[src/common/riscv_pkg.sv]
// Shared constants and types for the single-cycle RV32I core.
// Every RTL module pulls what it needs from here with a wildcard import.

package riscv_pkg;

  localparam int XLEN = 32;
  localparam logic [XLEN-1:0] RESET_PC = 32'h0000_0000;

  // ======================================================================
  // Major opcodes
  // ======================================================================
  localparam logic [6:0] OPC_LUI    = 7'b0110111;
  localparam logic [6:0] OPC_AUIPC  = 7'b0010111;
  localparam logic [6:0] OPC_JAL    = 7'b1101111;
  localparam logic [6:0] OPC_JALR   = 7'b1100111;
  localparam logic [6:0] OPC_BRANCH = 7'b1100011;
  localparam logic [6:0] OPC_LOAD   = 7'b0000011;
  localparam logic [6:0] OPC_STORE  = 7'b0100011;
  localparam logic [6:0] OPC_OP_IMM = 7'b0010011;
  localparam logic [6:0] OPC_OP     = 7'b0110011;

  // ALU functions
  localparam logic [4:0] ALU_ADD    = 5'd0;
  localparam logic [4:0] ALU_SUB    = 5'd1;
  localparam logic [4:0] ALU_SLL    = 5'd2;
  localparam logic [4:0] ALU_SLT    = 5'd3;
  localparam logic [4:0] ALU_SLTU   = 5'd4;
  localparam logic [4:0] ALU_XOR    = 5'd5;
  localparam logic [4:0] ALU_SRL    = 5'd6;
  localparam logic [4:0] ALU_SRA    = 5'd7;
  localparam logic [4:0] ALU_OR     = 5'd8;
  localparam logic [4:0] ALU_AND    = 5'd9;
  localparam logic [4:0] ALU_PASS_B = 5'd10;  // LUI forwards the U immediate

  // Writeback and next-pc mux selects
  localparam logic [2:0] WB_ALU       = 3'd0;
  localparam logic [2:0] WB_MEM       = 3'd1;
  localparam logic [2:0] WB_PC_PLUS_4 = 3'd2;

  localparam logic [1:0] NPC_PLUS_4 = 2'd0;
  localparam logic [1:0] NPC_BRANCH = 2'd1;  // Also used by JAL
  localparam logic [1:0] NPC_JALR   = 2'd2;

  // Data formats match funct3 of loads and stores
  localparam logic [2:0] FMT_B  = 3'b000;
  localparam logic [2:0] FMT_H  = 3'b001;
  localparam logic [2:0] FMT_W  = 3'b010;
  localparam logic [2:0] FMT_BU = 3'b100;
  localparam logic [2:0] FMT_HU = 3'b101;

  // ======================================================================
  // Instruction word with one view per encoding format
  // ======================================================================
  typedef union packed {
    struct packed {
      logic [6:0] funct7;
      logic [4:0] rs2;
      logic [4:0] rs1;
      logic [2:0] funct3;
      logic [4:0] rd;
      logic [6:0] opcode;
    } r_type;
    struct packed {
      logic [11:0] imm_11_0;
      logic [4:0]  rs1;
      logic [2:0]  funct3;
      logic [4:0]  rd;
      logic [6:0]  opcode;
    } i_type;
    struct packed {
      logic [6:0] imm_11_5;
      logic [4:0] rs2;
      logic [4:0] rs1;
      logic [2:0] funct3;
      logic [4:0] imm_4_0;
      logic [6:0] opcode;
    } s_type;
    struct packed {
      logic       imm_12;
      logic [5:0] imm_10_5;
      logic [4:0] rs2;
      logic [4:0] rs1;
      logic [2:0] funct3;
      logic [3:0] imm_4_1;
      logic       imm_11;
      logic [6:0] opcode;
    } b_type;
    struct packed {
      logic [19:0] imm_31_12;
      logic [4:0]  rd;
      logic [6:0]  opcode;
    } u_type;
    struct packed {
      logic       imm_20;
      logic [9:0] imm_10_1;
      logic       imm_11;
      logic [7:0] imm_19_12;
      logic [4:0] rd;
      logic [6:0] opcode;
    } j_type;
  } inst_t;

endpackage
[src/core/riscv_core.sv]
// Top level of the single-cycle RV32I core.
// Instruction fetch and data bus are combinational; the clock edge commits state.

`timescale 1ns/1ps

module riscv_core
  import riscv_pkg::*;
(
  input  logic            clock,
  input  logic            rst_n,
  input  logic [XLEN-1:0] inst,
  output logic [XLEN-1:0] pc,
  output logic [XLEN-1:0] bus_address,
  input  logic [XLEN-1:0] bus_read_data,
  output logic [XLEN-1:0] bus_write_data,
  output logic [3:0]      bus_byte_enable,
  output logic            bus_read_enable,
  output logic            bus_write_enable
);

  logic [6:0]      inst_opcode;
  logic [2:0]      inst_funct3;
  logic [6:0]      inst_funct7;
  logic            alu_result_equal_zero;
  logic [4:0]      alu_function;
  logic            alu_operand_a_select;
  logic            alu_operand_b_select;
  logic [2:0]      reg_writeback_select;
  logic [1:0]      next_pc_select;
  logic            pc_write_enable;
  logic            regfile_write_enable;
  logic            data_mem_read_enable;
  logic            data_mem_write_enable;
  logic [XLEN-1:0] data_mem_address;
  logic [XLEN-1:0] data_mem_write_data;
  logic [XLEN-1:0] data_mem_read_data;

  singlecycle_datapath datapath (
    .clock                 (clock),
    .rst_n                 (rst_n),
    .inst                  (inst),
    .pc                    (pc),
    .inst_opcode           (inst_opcode),
    .inst_funct3           (inst_funct3),
    .inst_funct7           (inst_funct7),
    .alu_result_equal_zero (alu_result_equal_zero),
    .data_mem_address      (data_mem_address),
    .data_mem_write_data   (data_mem_write_data),
    .data_mem_read_data    (data_mem_read_data),
    .alu_function          (alu_function),
    .alu_operand_a_select  (alu_operand_a_select),
    .alu_operand_b_select  (alu_operand_b_select),
    .reg_writeback_select  (reg_writeback_select),
    .next_pc_select        (next_pc_select),
    .pc_write_enable       (pc_write_enable),
    .regfile_write_enable  (regfile_write_enable)
  );

  singlecycle_ctlpath ctlpath (
    .inst_opcode           (inst_opcode),
    .inst_funct3           (inst_funct3),
    .inst_funct7           (inst_funct7),
    .alu_result_equal_zero (alu_result_equal_zero),
    .alu_function          (alu_function),
    .alu_operand_a_select  (alu_operand_a_select),
    .alu_operand_b_select  (alu_operand_b_select),
    .reg_writeback_select  (reg_writeback_select),
    .next_pc_select        (next_pc_select),
    .pc_write_enable       (pc_write_enable),
    .regfile_write_enable  (regfile_write_enable),
    .data_mem_read_enable  (data_mem_read_enable),
    .data_mem_write_enable (data_mem_write_enable)
  );

  data_memory_interface dmem (
    .read_enable      (data_mem_read_enable),
    .write_enable     (data_mem_write_enable),
    .data_format      (inst_funct3),  // Load/store funct3 is the format code
    .address          (data_mem_address),
    .write_data       (data_mem_write_data),
    .read_data        (data_mem_read_data),
    .bus_address      (bus_address),
    .bus_read_data    (bus_read_data),
    .bus_write_data   (bus_write_data),
    .bus_byte_enable  (bus_byte_enable),
    .bus_read_enable  (bus_read_enable),
    .bus_write_enable (bus_write_enable)
  );

endmodule

[src/core/data_memory_interface.sv]
// Byte-lane steering between the core and a 32-bit data bus.
// Stores replicate data across lanes; loads align and extend the addressed lane.

`timescale 1ns/1ps

module data_memory_interface
  import riscv_pkg::*;
(
  input  logic            read_enable,
  input  logic            write_enable,
  input  logic [2:0]      data_format,
  input  logic [XLEN-1:0] address,
  input  logic [XLEN-1:0] write_data,
  output logic [XLEN-1:0] read_data,
  output logic [XLEN-1:0] bus_address,
  input  logic [XLEN-1:0] bus_read_data,
  output logic [XLEN-1:0] bus_write_data,
  output logic [3:0]      bus_byte_enable,
  output logic            bus_read_enable,
  output logic            bus_write_enable
);

  logic [XLEN-1:0] byte_shifted;
  logic [XLEN-1:0] half_shifted;

  assign bus_address      = {address[XLEN-1:2], 2'b00};  // Word aligned
  assign bus_read_enable  = read_enable;
  assign bus_write_enable = write_enable;

  always_comb begin
    case (data_format)
      FMT_B: begin
        bus_write_data  = {4{write_data[7:0]}};
        bus_byte_enable = 4'b0001 << address[1:0];
      end
      FMT_H: begin
        bus_write_data  = {2{write_data[15:0]}};
        bus_byte_enable = address[1] ? 4'b1100 : 4'b0011;  // Bit 0 is ignored
      end
      default: begin
        bus_write_data  = write_data;
        bus_byte_enable = 4'b1111;
      end
    endcase
  end

  assign byte_shifted = bus_read_data >> {address[1:0], 3'b000};
  assign half_shifted = bus_read_data >> {address[1], 4'b0000};

  always_comb begin
    case (data_format)
      FMT_B:   read_data = {{24{byte_shifted[7]}}, byte_shifted[7:0]};
      FMT_BU:  read_data = {24'b0, byte_shifted[7:0]};
      FMT_H:   read_data = {{16{half_shifted[15]}}, half_shifted[15:0]};
      FMT_HU:  read_data = {16'b0, half_shifted[15:0]};
      FMT_W:   read_data = bus_read_data;
      default: read_data = bus_read_data;
    endcase
  end

endmodule

[src/core/singlecycle_ctlpath.sv]
// Combinational control path of the single-cycle core.
// Decodes opcode, funct3 and funct7 into datapath selects, enables and branch outcome.

`timescale 1ns/1ps

module singlecycle_ctlpath
  import riscv_pkg::*;
(
  input  logic [6:0] inst_opcode,
  input  logic [2:0] inst_funct3,
  input  logic [6:0] inst_funct7,
  input  logic       alu_result_equal_zero,
  output logic [4:0] alu_function,
  output logic       alu_operand_a_select,
  output logic       alu_operand_b_select,
  output logic [2:0] reg_writeback_select,
  output logic [1:0] next_pc_select,
  output logic       pc_write_enable,
  output logic       regfile_write_enable,
  output logic       data_mem_read_enable,
  output logic       data_mem_write_enable
);

  logic branch_taken;

  // Maps funct3 of OP and OP-IMM to an ALU function
  function automatic logic [4:0] arith_function(input logic [2:0] funct3, input logic alt);
    case (funct3)
      3'b000:  return alt ? ALU_SUB : ALU_ADD;
      3'b001:  return ALU_SLL;
      3'b010:  return ALU_SLT;
      3'b011:  return ALU_SLTU;
      3'b100:  return ALU_XOR;
      3'b101:  return alt ? ALU_SRA : ALU_SRL;
      3'b110:  return ALU_OR;
      default: return ALU_AND;
    endcase
  endfunction

  // Bit 0 inverts the sense and bit 2 marks the SLT/SLTU group, whose
  // result is nonzero when the comparison holds
  assign branch_taken = alu_result_equal_zero ^ inst_funct3[0] ^ inst_funct3[2];

  always_comb begin
    alu_function          = ALU_ADD;
    alu_operand_a_select  = 1'b0;
    alu_operand_b_select  = 1'b0;
    reg_writeback_select  = WB_ALU;
    next_pc_select        = NPC_PLUS_4;
    pc_write_enable       = 1'b1;  // Every instruction retires in one cycle
    regfile_write_enable  = 1'b0;
    data_mem_read_enable  = 1'b0;
    data_mem_write_enable = 1'b0;

    case (inst_opcode)
      OPC_LUI: begin
        alu_function         = ALU_PASS_B;
        alu_operand_b_select = 1'b1;
        regfile_write_enable = 1'b1;
      end
      OPC_AUIPC: begin
        alu_operand_a_select = 1'b1;
        alu_operand_b_select = 1'b1;
        regfile_write_enable = 1'b1;
      end
      OPC_JAL: begin
        reg_writeback_select = WB_PC_PLUS_4;
        next_pc_select       = NPC_BRANCH;  // pc plus J immediate
        regfile_write_enable = 1'b1;
      end
      OPC_JALR: begin
        alu_operand_b_select = 1'b1;
        reg_writeback_select = WB_PC_PLUS_4;
        next_pc_select       = NPC_JALR;
        regfile_write_enable = 1'b1;
      end
      OPC_BRANCH: begin
        case (inst_funct3[2:1])
          2'b10:   alu_function = ALU_SLT;
          2'b11:   alu_function = ALU_SLTU;
          default: alu_function = ALU_SUB;
        endcase
        next_pc_select = branch_taken ? NPC_BRANCH : NPC_PLUS_4;
      end
      OPC_LOAD: begin
        alu_operand_b_select = 1'b1;
        reg_writeback_select = WB_MEM;
        regfile_write_enable = 1'b1;
        data_mem_read_enable = 1'b1;
      end
      OPC_STORE: begin
        alu_operand_b_select  = 1'b1;
        data_mem_write_enable = 1'b1;
      end
      OPC_OP_IMM: begin
        // Only SRAI carries funct7; in ADDI those bits are immediate
        alu_function = arith_function(inst_funct3,
                                      inst_funct7[5] && inst_funct3 == 3'b101);
        alu_operand_b_select = 1'b1;
        regfile_write_enable = 1'b1;
      end
      OPC_OP: begin
        alu_function         = arith_function(inst_funct3, inst_funct7[5]);
        regfile_write_enable = 1'b1;
      end
      default: begin
      end
    endcase
  end

endmodule

[src/core/singlecycle_datapath.sv]
// Datapath of the single-cycle core: pc, immediates, ALU, muxes and register file.
// Steered entirely by the combinational control path.

`timescale 1ns/1ps

module singlecycle_datapath
  import riscv_pkg::*;
(
  input  logic            clock,
  input  logic            rst_n,
  input  inst_t           inst,
  output logic [XLEN-1:0] pc,
  output logic [6:0]      inst_opcode,
  output logic [2:0]      inst_funct3,
  output logic [6:0]      inst_funct7,
  output logic            alu_result_equal_zero,
  output logic [XLEN-1:0] data_mem_address,
  output logic [XLEN-1:0] data_mem_write_data,
  input  logic [XLEN-1:0] data_mem_read_data,
  input  logic [4:0]      alu_function,
  input  logic            alu_operand_a_select,
  input  logic            alu_operand_b_select,
  input  logic [2:0]      reg_writeback_select,
  input  logic [1:0]      next_pc_select,
  input  logic            pc_write_enable,
  input  logic            regfile_write_enable
);

  logic [XLEN-1:0] imm_i, imm_s, imm_b, imm_u, imm_j;
  logic [XLEN-1:0] alu_imm;
  logic [XLEN-1:0] target_imm;
  logic [XLEN-1:0] rs1_data, rs2_data;
  logic [XLEN-1:0] alu_operand_a, alu_operand_b;
  logic [XLEN-1:0] alu_result;
  logic [XLEN-1:0] writeback_data;
  logic [XLEN-1:0] pc_plus_4, pc_plus_imm, next_pc;

  assign inst_opcode = inst.r_type.opcode;
  assign inst_funct3 = inst.r_type.funct3;
  assign inst_funct7 = inst.r_type.funct7;

  // ======================================================================
  // Immediate generation
  // ======================================================================
  assign imm_i = {{20{inst.i_type.imm_11_0[11]}}, inst.i_type.imm_11_0};
  assign imm_s = {{20{inst.s_type.imm_11_5[6]}}, inst.s_type.imm_11_5, inst.s_type.imm_4_0};
  assign imm_b = {{19{inst.b_type.imm_12}}, inst.b_type.imm_12, inst.b_type.imm_11,
                  inst.b_type.imm_10_5, inst.b_type.imm_4_1, 1'b0};
  assign imm_u = {inst.u_type.imm_31_12, 12'b0};
  assign imm_j = {{11{inst.j_type.imm_20}}, inst.j_type.imm_20, inst.j_type.imm_19_12,
                  inst.j_type.imm_11, inst.j_type.imm_10_1, 1'b0};

  always_comb begin
    case (inst_opcode)
      OPC_LUI, OPC_AUIPC: alu_imm = imm_u;
      OPC_STORE:          alu_imm = imm_s;
      default:            alu_imm = imm_i;  // OP-IMM, loads, JALR
    endcase
  end

  assign target_imm = (inst_opcode == OPC_JAL) ? imm_j : imm_b;

  register_file regfile (
    .clock        (clock),
    .rst_n        (rst_n),
    .rs1_index    (inst.r_type.rs1),
    .rs2_index    (inst.r_type.rs2),
    .rs1_data     (rs1_data),
    .rs2_data     (rs2_data),
    .rd_index     (inst.r_type.rd),
    .rd_data      (writeback_data),
    .write_enable (regfile_write_enable)
  );

  // ======================================================================
  // ALU
  // ======================================================================
  assign alu_operand_a = alu_operand_a_select ? pc : rs1_data;
  assign alu_operand_b = alu_operand_b_select ? alu_imm : rs2_data;

  always_comb begin
    case (alu_function)
      ALU_ADD:    alu_result = alu_operand_a + alu_operand_b;
      ALU_SUB:    alu_result = alu_operand_a - alu_operand_b;
      ALU_SLL:    alu_result = alu_operand_a << alu_operand_b[4:0];
      ALU_SLT:    alu_result = {{(XLEN-1){1'b0}},
                                $signed(alu_operand_a) < $signed(alu_operand_b)};
      ALU_SLTU:   alu_result = {{(XLEN-1){1'b0}}, alu_operand_a < alu_operand_b};
      ALU_XOR:    alu_result = alu_operand_a ^ alu_operand_b;
      ALU_SRL:    alu_result = alu_operand_a >> alu_operand_b[4:0];
      ALU_SRA:    alu_result = $signed(alu_operand_a) >>> alu_operand_b[4:0];
      ALU_OR:     alu_result = alu_operand_a | alu_operand_b;
      ALU_AND:    alu_result = alu_operand_a & alu_operand_b;
      ALU_PASS_B: alu_result = alu_operand_b;
      default:    alu_result = alu_operand_a + alu_operand_b;
    endcase
  end

  assign alu_result_equal_zero = (alu_result == '0);  // Feeds the branch decision
  assign data_mem_address      = alu_result;
  assign data_mem_write_data   = rs2_data;

  always_comb begin
    case (reg_writeback_select)
      WB_MEM:       writeback_data = data_mem_read_data;
      WB_PC_PLUS_4: writeback_data = pc_plus_4;  // Link value of JAL and JALR
      default:      writeback_data = alu_result;
    endcase
  end

  // ======================================================================
  // Next pc and the pc register
  // ======================================================================
  assign pc_plus_4   = pc + 32'd4;
  assign pc_plus_imm = pc + target_imm;

  always_comb begin
    case (next_pc_select)
      NPC_BRANCH: next_pc = pc_plus_imm;
      NPC_JALR:   next_pc = {alu_result[XLEN-1:1], 1'b0};
      default:    next_pc = pc_plus_4;
    endcase
  end

  always_ff @(posedge clock) begin
    if (!rst_n) begin
      pc <= RESET_PC;
    end else if (pc_write_enable) begin
      pc <= next_pc;
    end
  end

endmodule

[src/core/register_file.sv]
// Integer register file x1..x31 with two combinational read ports.
// x0 is not stored and always reads as zero.

`timescale 1ns/1ps

module register_file
  import riscv_pkg::*;
(
  input  logic            clock,
  input  logic            rst_n,
  input  logic [4:0]      rs1_index,
  input  logic [4:0]      rs2_index,
  output logic [XLEN-1:0] rs1_data,
  output logic [XLEN-1:0] rs2_data,
  input  logic [4:0]      rd_index,
  input  logic [XLEN-1:0] rd_data,
  input  logic            write_enable
);

  logic [XLEN-1:0] regs [1:31];

  assign rs1_data = (rs1_index == 5'd0) ? '0 : regs[rs1_index];
  assign rs2_data = (rs2_index == 5'd0) ? '0 : regs[rs2_index];

  always_ff @(posedge clock) begin
    if (!rst_n) begin
      for (int i = 1; i < 32; i++) begin
        regs[i] <= '0;
      end
    end else if (write_enable && rd_index != 5'd0) begin
      regs[rd_index] <= rd_data;  // Writes to x0 are dropped
    end
  end

endmodule

[config.mk]
export PLATFORM = sky130hd
export DESIGN_NAME = riscv_core
export DESIGN_NICKNAME = d
export VERILOG_FILES = /design/src/common/riscv_pkg.sv /design/src/core/riscv_core.sv /design/src/core/data_memory_interface.sv /design/src/core/singlecycle_ctlpath.sv /design/src/core/singlecycle_datapath.sv /design/src/core/register_file.sv
export SDC_FILE = /design/constraint.sdc
export NUM_CORES = 2
export LEC_CHECK = 0
export BUFFER_PORTS_ARGS = -buffer_cell sky130_fd_sc_hd__buf_4
export CORE_ASPECT_RATIO = 0.7
export CORE_MARGIN = 4
export CORE_UTILIZATION = 40
export DETAILED_ROUTE_END_ITERATION = 6
export PLACE_DENSITY = 0.56
export SYNTH_ARGS = -nofsm -noshare
export SYNTH_HDL_FRONTEND = slang
export SYNTH_SLANG_ARGS = --single-unit
[constraint.sdc]
create_clock -name clock -period 19.1 [get_ports clock]
set_input_delay 5.73 -clock clock [delete_from_list [all_inputs] [get_ports clock]]
set_output_delay 5.73 -clock clock [all_outputs]
set_load 0.005 [all_outputs]
**Word-level counts from Yosys, hierarchy flattened**

Memories as Yosys holds them, arrays and structs flattened.
Cells that the tools add are included.

- Add/sub/neg operators: 4
- Magnitude comparators: 2
- Equal/unequal tests: 31
- Shift-type cells: 6
- Muxes and demuxes: 36
- Bitwise gates (word level): 5
- Reductions and logical operators: 12

Operators by type and width:

| cell | number |
|---|---|
| 32-bit case mux with 10 select lines | 1 |
| 32-bit case mux with 2 select lines | 3 |
| 32-bit 2-to-1 mux | 5 |
| 32-bit case mux with 4 select lines | 1 |
| 5-bit case mux with 7 select lines | 2 |
| 32-bit adder | 2 |
| 32-bit < comparator | 2 |
| 31-bit case mux with 2 select lines | 1 |
| 32-bit by 3-bit adder with 32-bit output (second input constant) | 1 |
| 32-bit bitwise AND | 1 |
| 32-bit zero test | 1 |
| 32-bit OR | 1 |
| 32-bit OR reduction | 1 |
| 32-bit by 5-bit left shift with 32-bit output | 1 |
| 32-bit by 5-bit right shift with 16-bit output | 1 |
| 32-bit by 5-bit right shift with 32-bit output | 1 |
| 32-bit by 5-bit right shift with 8-bit output | 1 |
| 32-bit by 5-bit >>> shifter with 32-bit output | 1 |
| 32-bit subtractor | 1 |
| 32-bit bitwise XOR | 1 |
| 7-bit by 6-bit == test with 1-bit output (second input constant) | 3 |
| 7-bit == test (second input constant) | 3 |
| 5-bit by 3-bit == test with 1-bit output (second input constant) | 4 |
| 20-bit 2-to-1 mux | 1 |
| 27 further kinds | 56 |

- Register bits after elaboration: 32
- Memory bits (writable): 992
- Input port bits: 66
- Memories: 1

Memory list:

| memory | depth | bits a word | rd ports | clocked after Yosys merged registers in | write ports | RTL line | text |
|---|---|---|---|---|---|---|---|
| datapath.regfile.regs | 31 | 32 | 2 | 0 | 31 | register_file.sv:20 | `logic [XLEN-1:0] regs [1:31];` |

**Longest topological paths before layout**

- Depth in word-level cells: 14
- Mapped depth: 45
- Mapped depth without buffers: 30

**Cells and area by module**

A second synthesis with hierarchy kept.

- Cells, all modules: 5,906
- Area total of the unflattened synthesis: 70,276.2 sq um

Modules (own cells, without submodules):

| module | times used | cells each | area each (sq um) | sequential area each (sq um) |
|---|---|---|---|---|
| register_file | 1 | 3,507 | 54,217.0 | 30,749.5 |
| singlecycle_datapath | 1 | 2,137 | 14,320.0 | 620.6 |
| data_memory_interface | 1 | 205 | 1,362.6 | 0.0 |
| singlecycle_ctlpath | 1 | 57 | 376.6 | 0.0 |

**Worst setup path before layout**

Ideal clock, no wire load.

- Kind: input to output
- From: in inst[20]
- To: out bus_address[31]
- Arrival: 12.681 ns
- Data required time: 13.370 ns
- Path slack: 0.689 ns
- Cell stages on the path: 36
- Path through: buf_6 buf_12 buf_12 buf_12 buf_6 buf_6 buf_4 buf_6 buf_6 buf_6 buf_2 buf_2 buf_2 clkbuf_1 buf_2 mux2i_1 o22ai_1 nor3_1 nor3_1 nand2_1 o21a_1 ha_1 clkbuf_1 nand2b_1 a21o_1 nor2b_1 nor3_1 nor2_1 a2111oi_0 o31ai_1 o2111ai_1 a31oi_1 a311oi_1 o21ai_0 o2111a_1 a21oi_1

- Cells in the longest elaborated chain, start to end: 5
- Elaborated cells on any way between the ends: 14
- Classes of those cells: add/sub (2); shift (3); mux (4); bitwise (3); reduce/logical (1); memory (1)

RTL lines:

| item | RTL line | text |
|---|---|---|
| from (decl) | riscv_core.sv:11 | `input logic [XLEN-1:0] inst,` |
| memory 31 x 32 bit or 5-bit zero test (tied branches) | n/a |  |
| 32-bit 2-to-1 mux | register_file.sv:23 | `assign rs2_data = (rs2_index == 5'd0) ? '0 : regs[rs2_index];` |
| 32-bit 2-to-1 mux * | singlecycle_datapath.sv:79 | `assign alu_operand_b = alu_operand_b_select ? alu_imm : rs2_data;` |
| 32-bit adder, or another cell as far along | singlecycle_datapath.sv:83, singlecycle_datapath.sv:95 |  |
| 32-bit case mux with 10 select lines * | singlecycle_datapath.sv:82 | `case (alu_function)` |
| to (decl) | riscv_core.sv:13 | `output logic [XLEN-1:0] bus_address,` |

Mark *: on every way between the ends. The rest lies on a longest branch, timed or not.

**Worst setup path in the final report**

- From: in inst[21]
- To: out bus_address[27]

Same word-level chain as after synthesis.

==> impl_metrics.yaml <==
global_routing:
  grt_pass1_wl_microns: 458600
  grt_max_degree: 78
  antenna_found_initial: 17
  overflow: 0
  grt_pass1_vias: 53870
  grt_use_total_pct: 37.39
floorplan:
  coreArea_sq_um: 167000
  die_x_microns: 499.4
  rows: 125
  dieHeight_microns: 352.0
  io_pins: 168
  dieArea_sq_um: 175800
  start_util_pct: 40.49
logic_synthesis:
  synth_edf_count: 1024
  postSynthCellCount: 6087
  synth-seq-cells: 1055
  postSynth.asyncResetShare_pct: 0
  synth_area_sq_um: 67620
  avgSynthCellArea_sq_um: 11.11
  synth_flop_cell: "edfxtp_1"
  ys_seq_area_share_pct: 46.39
  ys_warn_count: 0
  synthDistinctLibCells: 110
setup_path:
  reg2regPathDepth: 30
  startpoint: "inst[21]"
  worstPathRequired_ps: 13370
  start_kind: "input port"
  critical_path_peak_fanout: 56
  worstSetupPathType: "input port to primary output"
  end_kind: "primary output"
  worstReg2RegStart: "datapath.regfile.regs[4][5]"
  cp.arrival_ps: 13050
placed_design:
  portBuffers: 164
  postPlaceCellArea_sq_um: 72530
  dp_hpwl_microns: 241300
  gp_congestion: 1.090
  place_inst: 8293
outcome:
  outcome: "complete, but fails checks"
  violations: "capacitance limit, slew limit"
detailed_routing:
  drc: 0
  finalWirelength_microns: 339400
  wl_per_cell_microns: 39.90
  firstDrtPassIters: 7
  drtIter0Drc: 10400
  vias: 58570
  ant_nets: 0
  routed_via_density: 6.886
clock_network:
  cts_buffer_depth: 3
  cts_resized: 0
  clk_latency_ps: 770
  cts_setup_buffers: 0
  numCtsBuffers: 106
  cts.htree.levels: 3
  cts_sinks: 1055
  cts_tree: "done"
  cts_hold_buf: 0
  cts-root-buf: "clkbuf_16"
  clk_pin_slew_ps: 80
final_layout:
  mostFrequentLayoutCell: "nor2_1"
  layout_common_cells: "1,210 x nor2_1, 1,024 x edfxtp_1, 509 x buf_4"
  final_layout_size_suffix_gt1_share_pct: 20.88
  nNetsFinal: 6381
  final_cells: 8506
  final_cell_area_sq_um: 76220
  syn2layout_area_growth_pct: 12.71
timing:
  period_share_pct: 98.32
  tightest_slew_ps: 1536
  max_clock_freq_mhz: 53.25
  fin_worst_skew_ps: 63.81
  slew_violations: 2
  relSlewSlack_pct: -3.454
  grt_setup_unrepaired: "false"
  setup_viol: 0
  hold_viol_final: 0
  finalSetupTns_ps: 0
  period_minus_slack_ps: 18780
worst_hold_path:
  worstHoldPathType: "register to register"
  min-delay-start: "datapath.pc[2]"
  hold_depth: 2
run:
  maxCapViolations: 1
pwr:
  p_total_mw: 7.361
  p_leak_nw: 29.23
  vdd_drop_max_mv: 0.08009
  p_per_area_nw_per_um2: 96.57
[layer usage]
metal	vias up	GRT usage, %	wire length, microns
met5	-	0.7042	206
met4	6	11.54	12030
met3	556	17.45	58530
met2	4909	46.35	125600
met1	29840	56.38	143100
li1	23260	-	-
[final timing paths]
check | to | slack, ps
min reg2reg | datapath.pc[2] | 670
max | bus_address[27] | 320
min | datapath.pc[2] | 670
max reg2reg | datapath.pc[29] | 8910
[per-stage QoR]
step                hold slack [ps]  worst slack, ps  utilization (%)
floorplan                     555.6            688.8                -
finish                        675.0            320.3            45.63
global route                  679.3            253.5            45.61
CTS                           668.2            761.6            45.61
global placement              677.4            857.9            43.42
detailed placement            658.4            782.1            43.42
[sequential cells by signal (all words and copies together), names as in the netlist]
signal,count
datapath.pc,31
datapath.regfile.regs,1024
[report_power, final]
group | internal, mW | switching (mW)
registers | 2.64 | 0.0550
logic | 0.696 | 1.72
clock network | 1.25 | 0.997
[final cells by class]
cell class | count | area [sq um]
fillers | 15460 | 90820
multi-input cells | 4308 | 33530
diodes | 15 | 37.54
inverters | 181 | 679.4
repair buffers | 527 | 4161
clock buffers | 119 | 2723
well taps | 2222 | 2780
clock inverters | 79 | 932.1
flip-flops and latches | 1055 | 31370
[Yosys cell counts (33+ instances only)]
library cell | n | area share [%]
a211oi_1 | 70 | 0.78
a21o_1 | 41 | 0.46
a21oi_1 | 213 | 1.6
a221oi_1 | 82 | 1.1
a22o_1 | 51 | 0.66
a22oi_1 | 93 | 1.0
a31oi_1 | 40 | 0.37
and2_1 | 41 | 0.38
buf_2 | 94 | 0.70
buf_4 | 33 | 0.37
buf_6 | 40 | 0.67
clkbuf_1 | 376 | 2.1
edfxtp_1 | 1024 | 45
ha_1 | 133 | 2.5
inv_1 | 167 | 0.93
mux2_2 | 35 | 0.58
mux2i_1 | 308 | 4.6
mux4_2 | 387 | 13
nand2_1 | 335 | 1.9
nand3_1 | 152 | 1.1
nor2_1 | 1218 | 6.8
nor3_1 | 112 | 0.83
o211ai_1 | 81 | 0.90
o21ai_0 | 211 | 1.6
o21ai_1 | 39 | 0.29
o221ai_1 | 40 | 0.52
o22ai_1 | 42 | 0.39
xnor2_1 | 55 | 0.71
[logic make-up after synthesis]
family / Yosys count / share of synthesized area (%)
and+or+nand+nor: 2048 / 12.86
AOI/OAI and AO/OA: 1259 / 13.15
DFF: 1055 / 46.39
buffers and inverters: 758 / 5.121
muxes: 756 / 18.96
adders and majority gates: 136 / 2.550
xor gates and xnor gates: 74 / 0.9584
other: 1 / 0.005545
[critical path, stage by stage]
cell       delay [ps]
buf_8             240
or3_2             840
buf_4             280
o22ai_1           160
a221oi_1           80
nor2_1            120
a21oi_1            50
buf_4             160
nor2_1            920
a21oi_1           370
ha_1              500
inv_1             110
a21o_1            190
nor2b_1           150
nor3_1            230
buf_4             270
nor2_1            110
a2111oi_0         420
buf_4             230
o31ai_1           130
o2111ai_1         290
a21oi_1           120
a311oi_1          310
mux2i_1           430
o2111a_1          290
inv_1             100
buf_4             150
(Power assumes the default switching activity.)
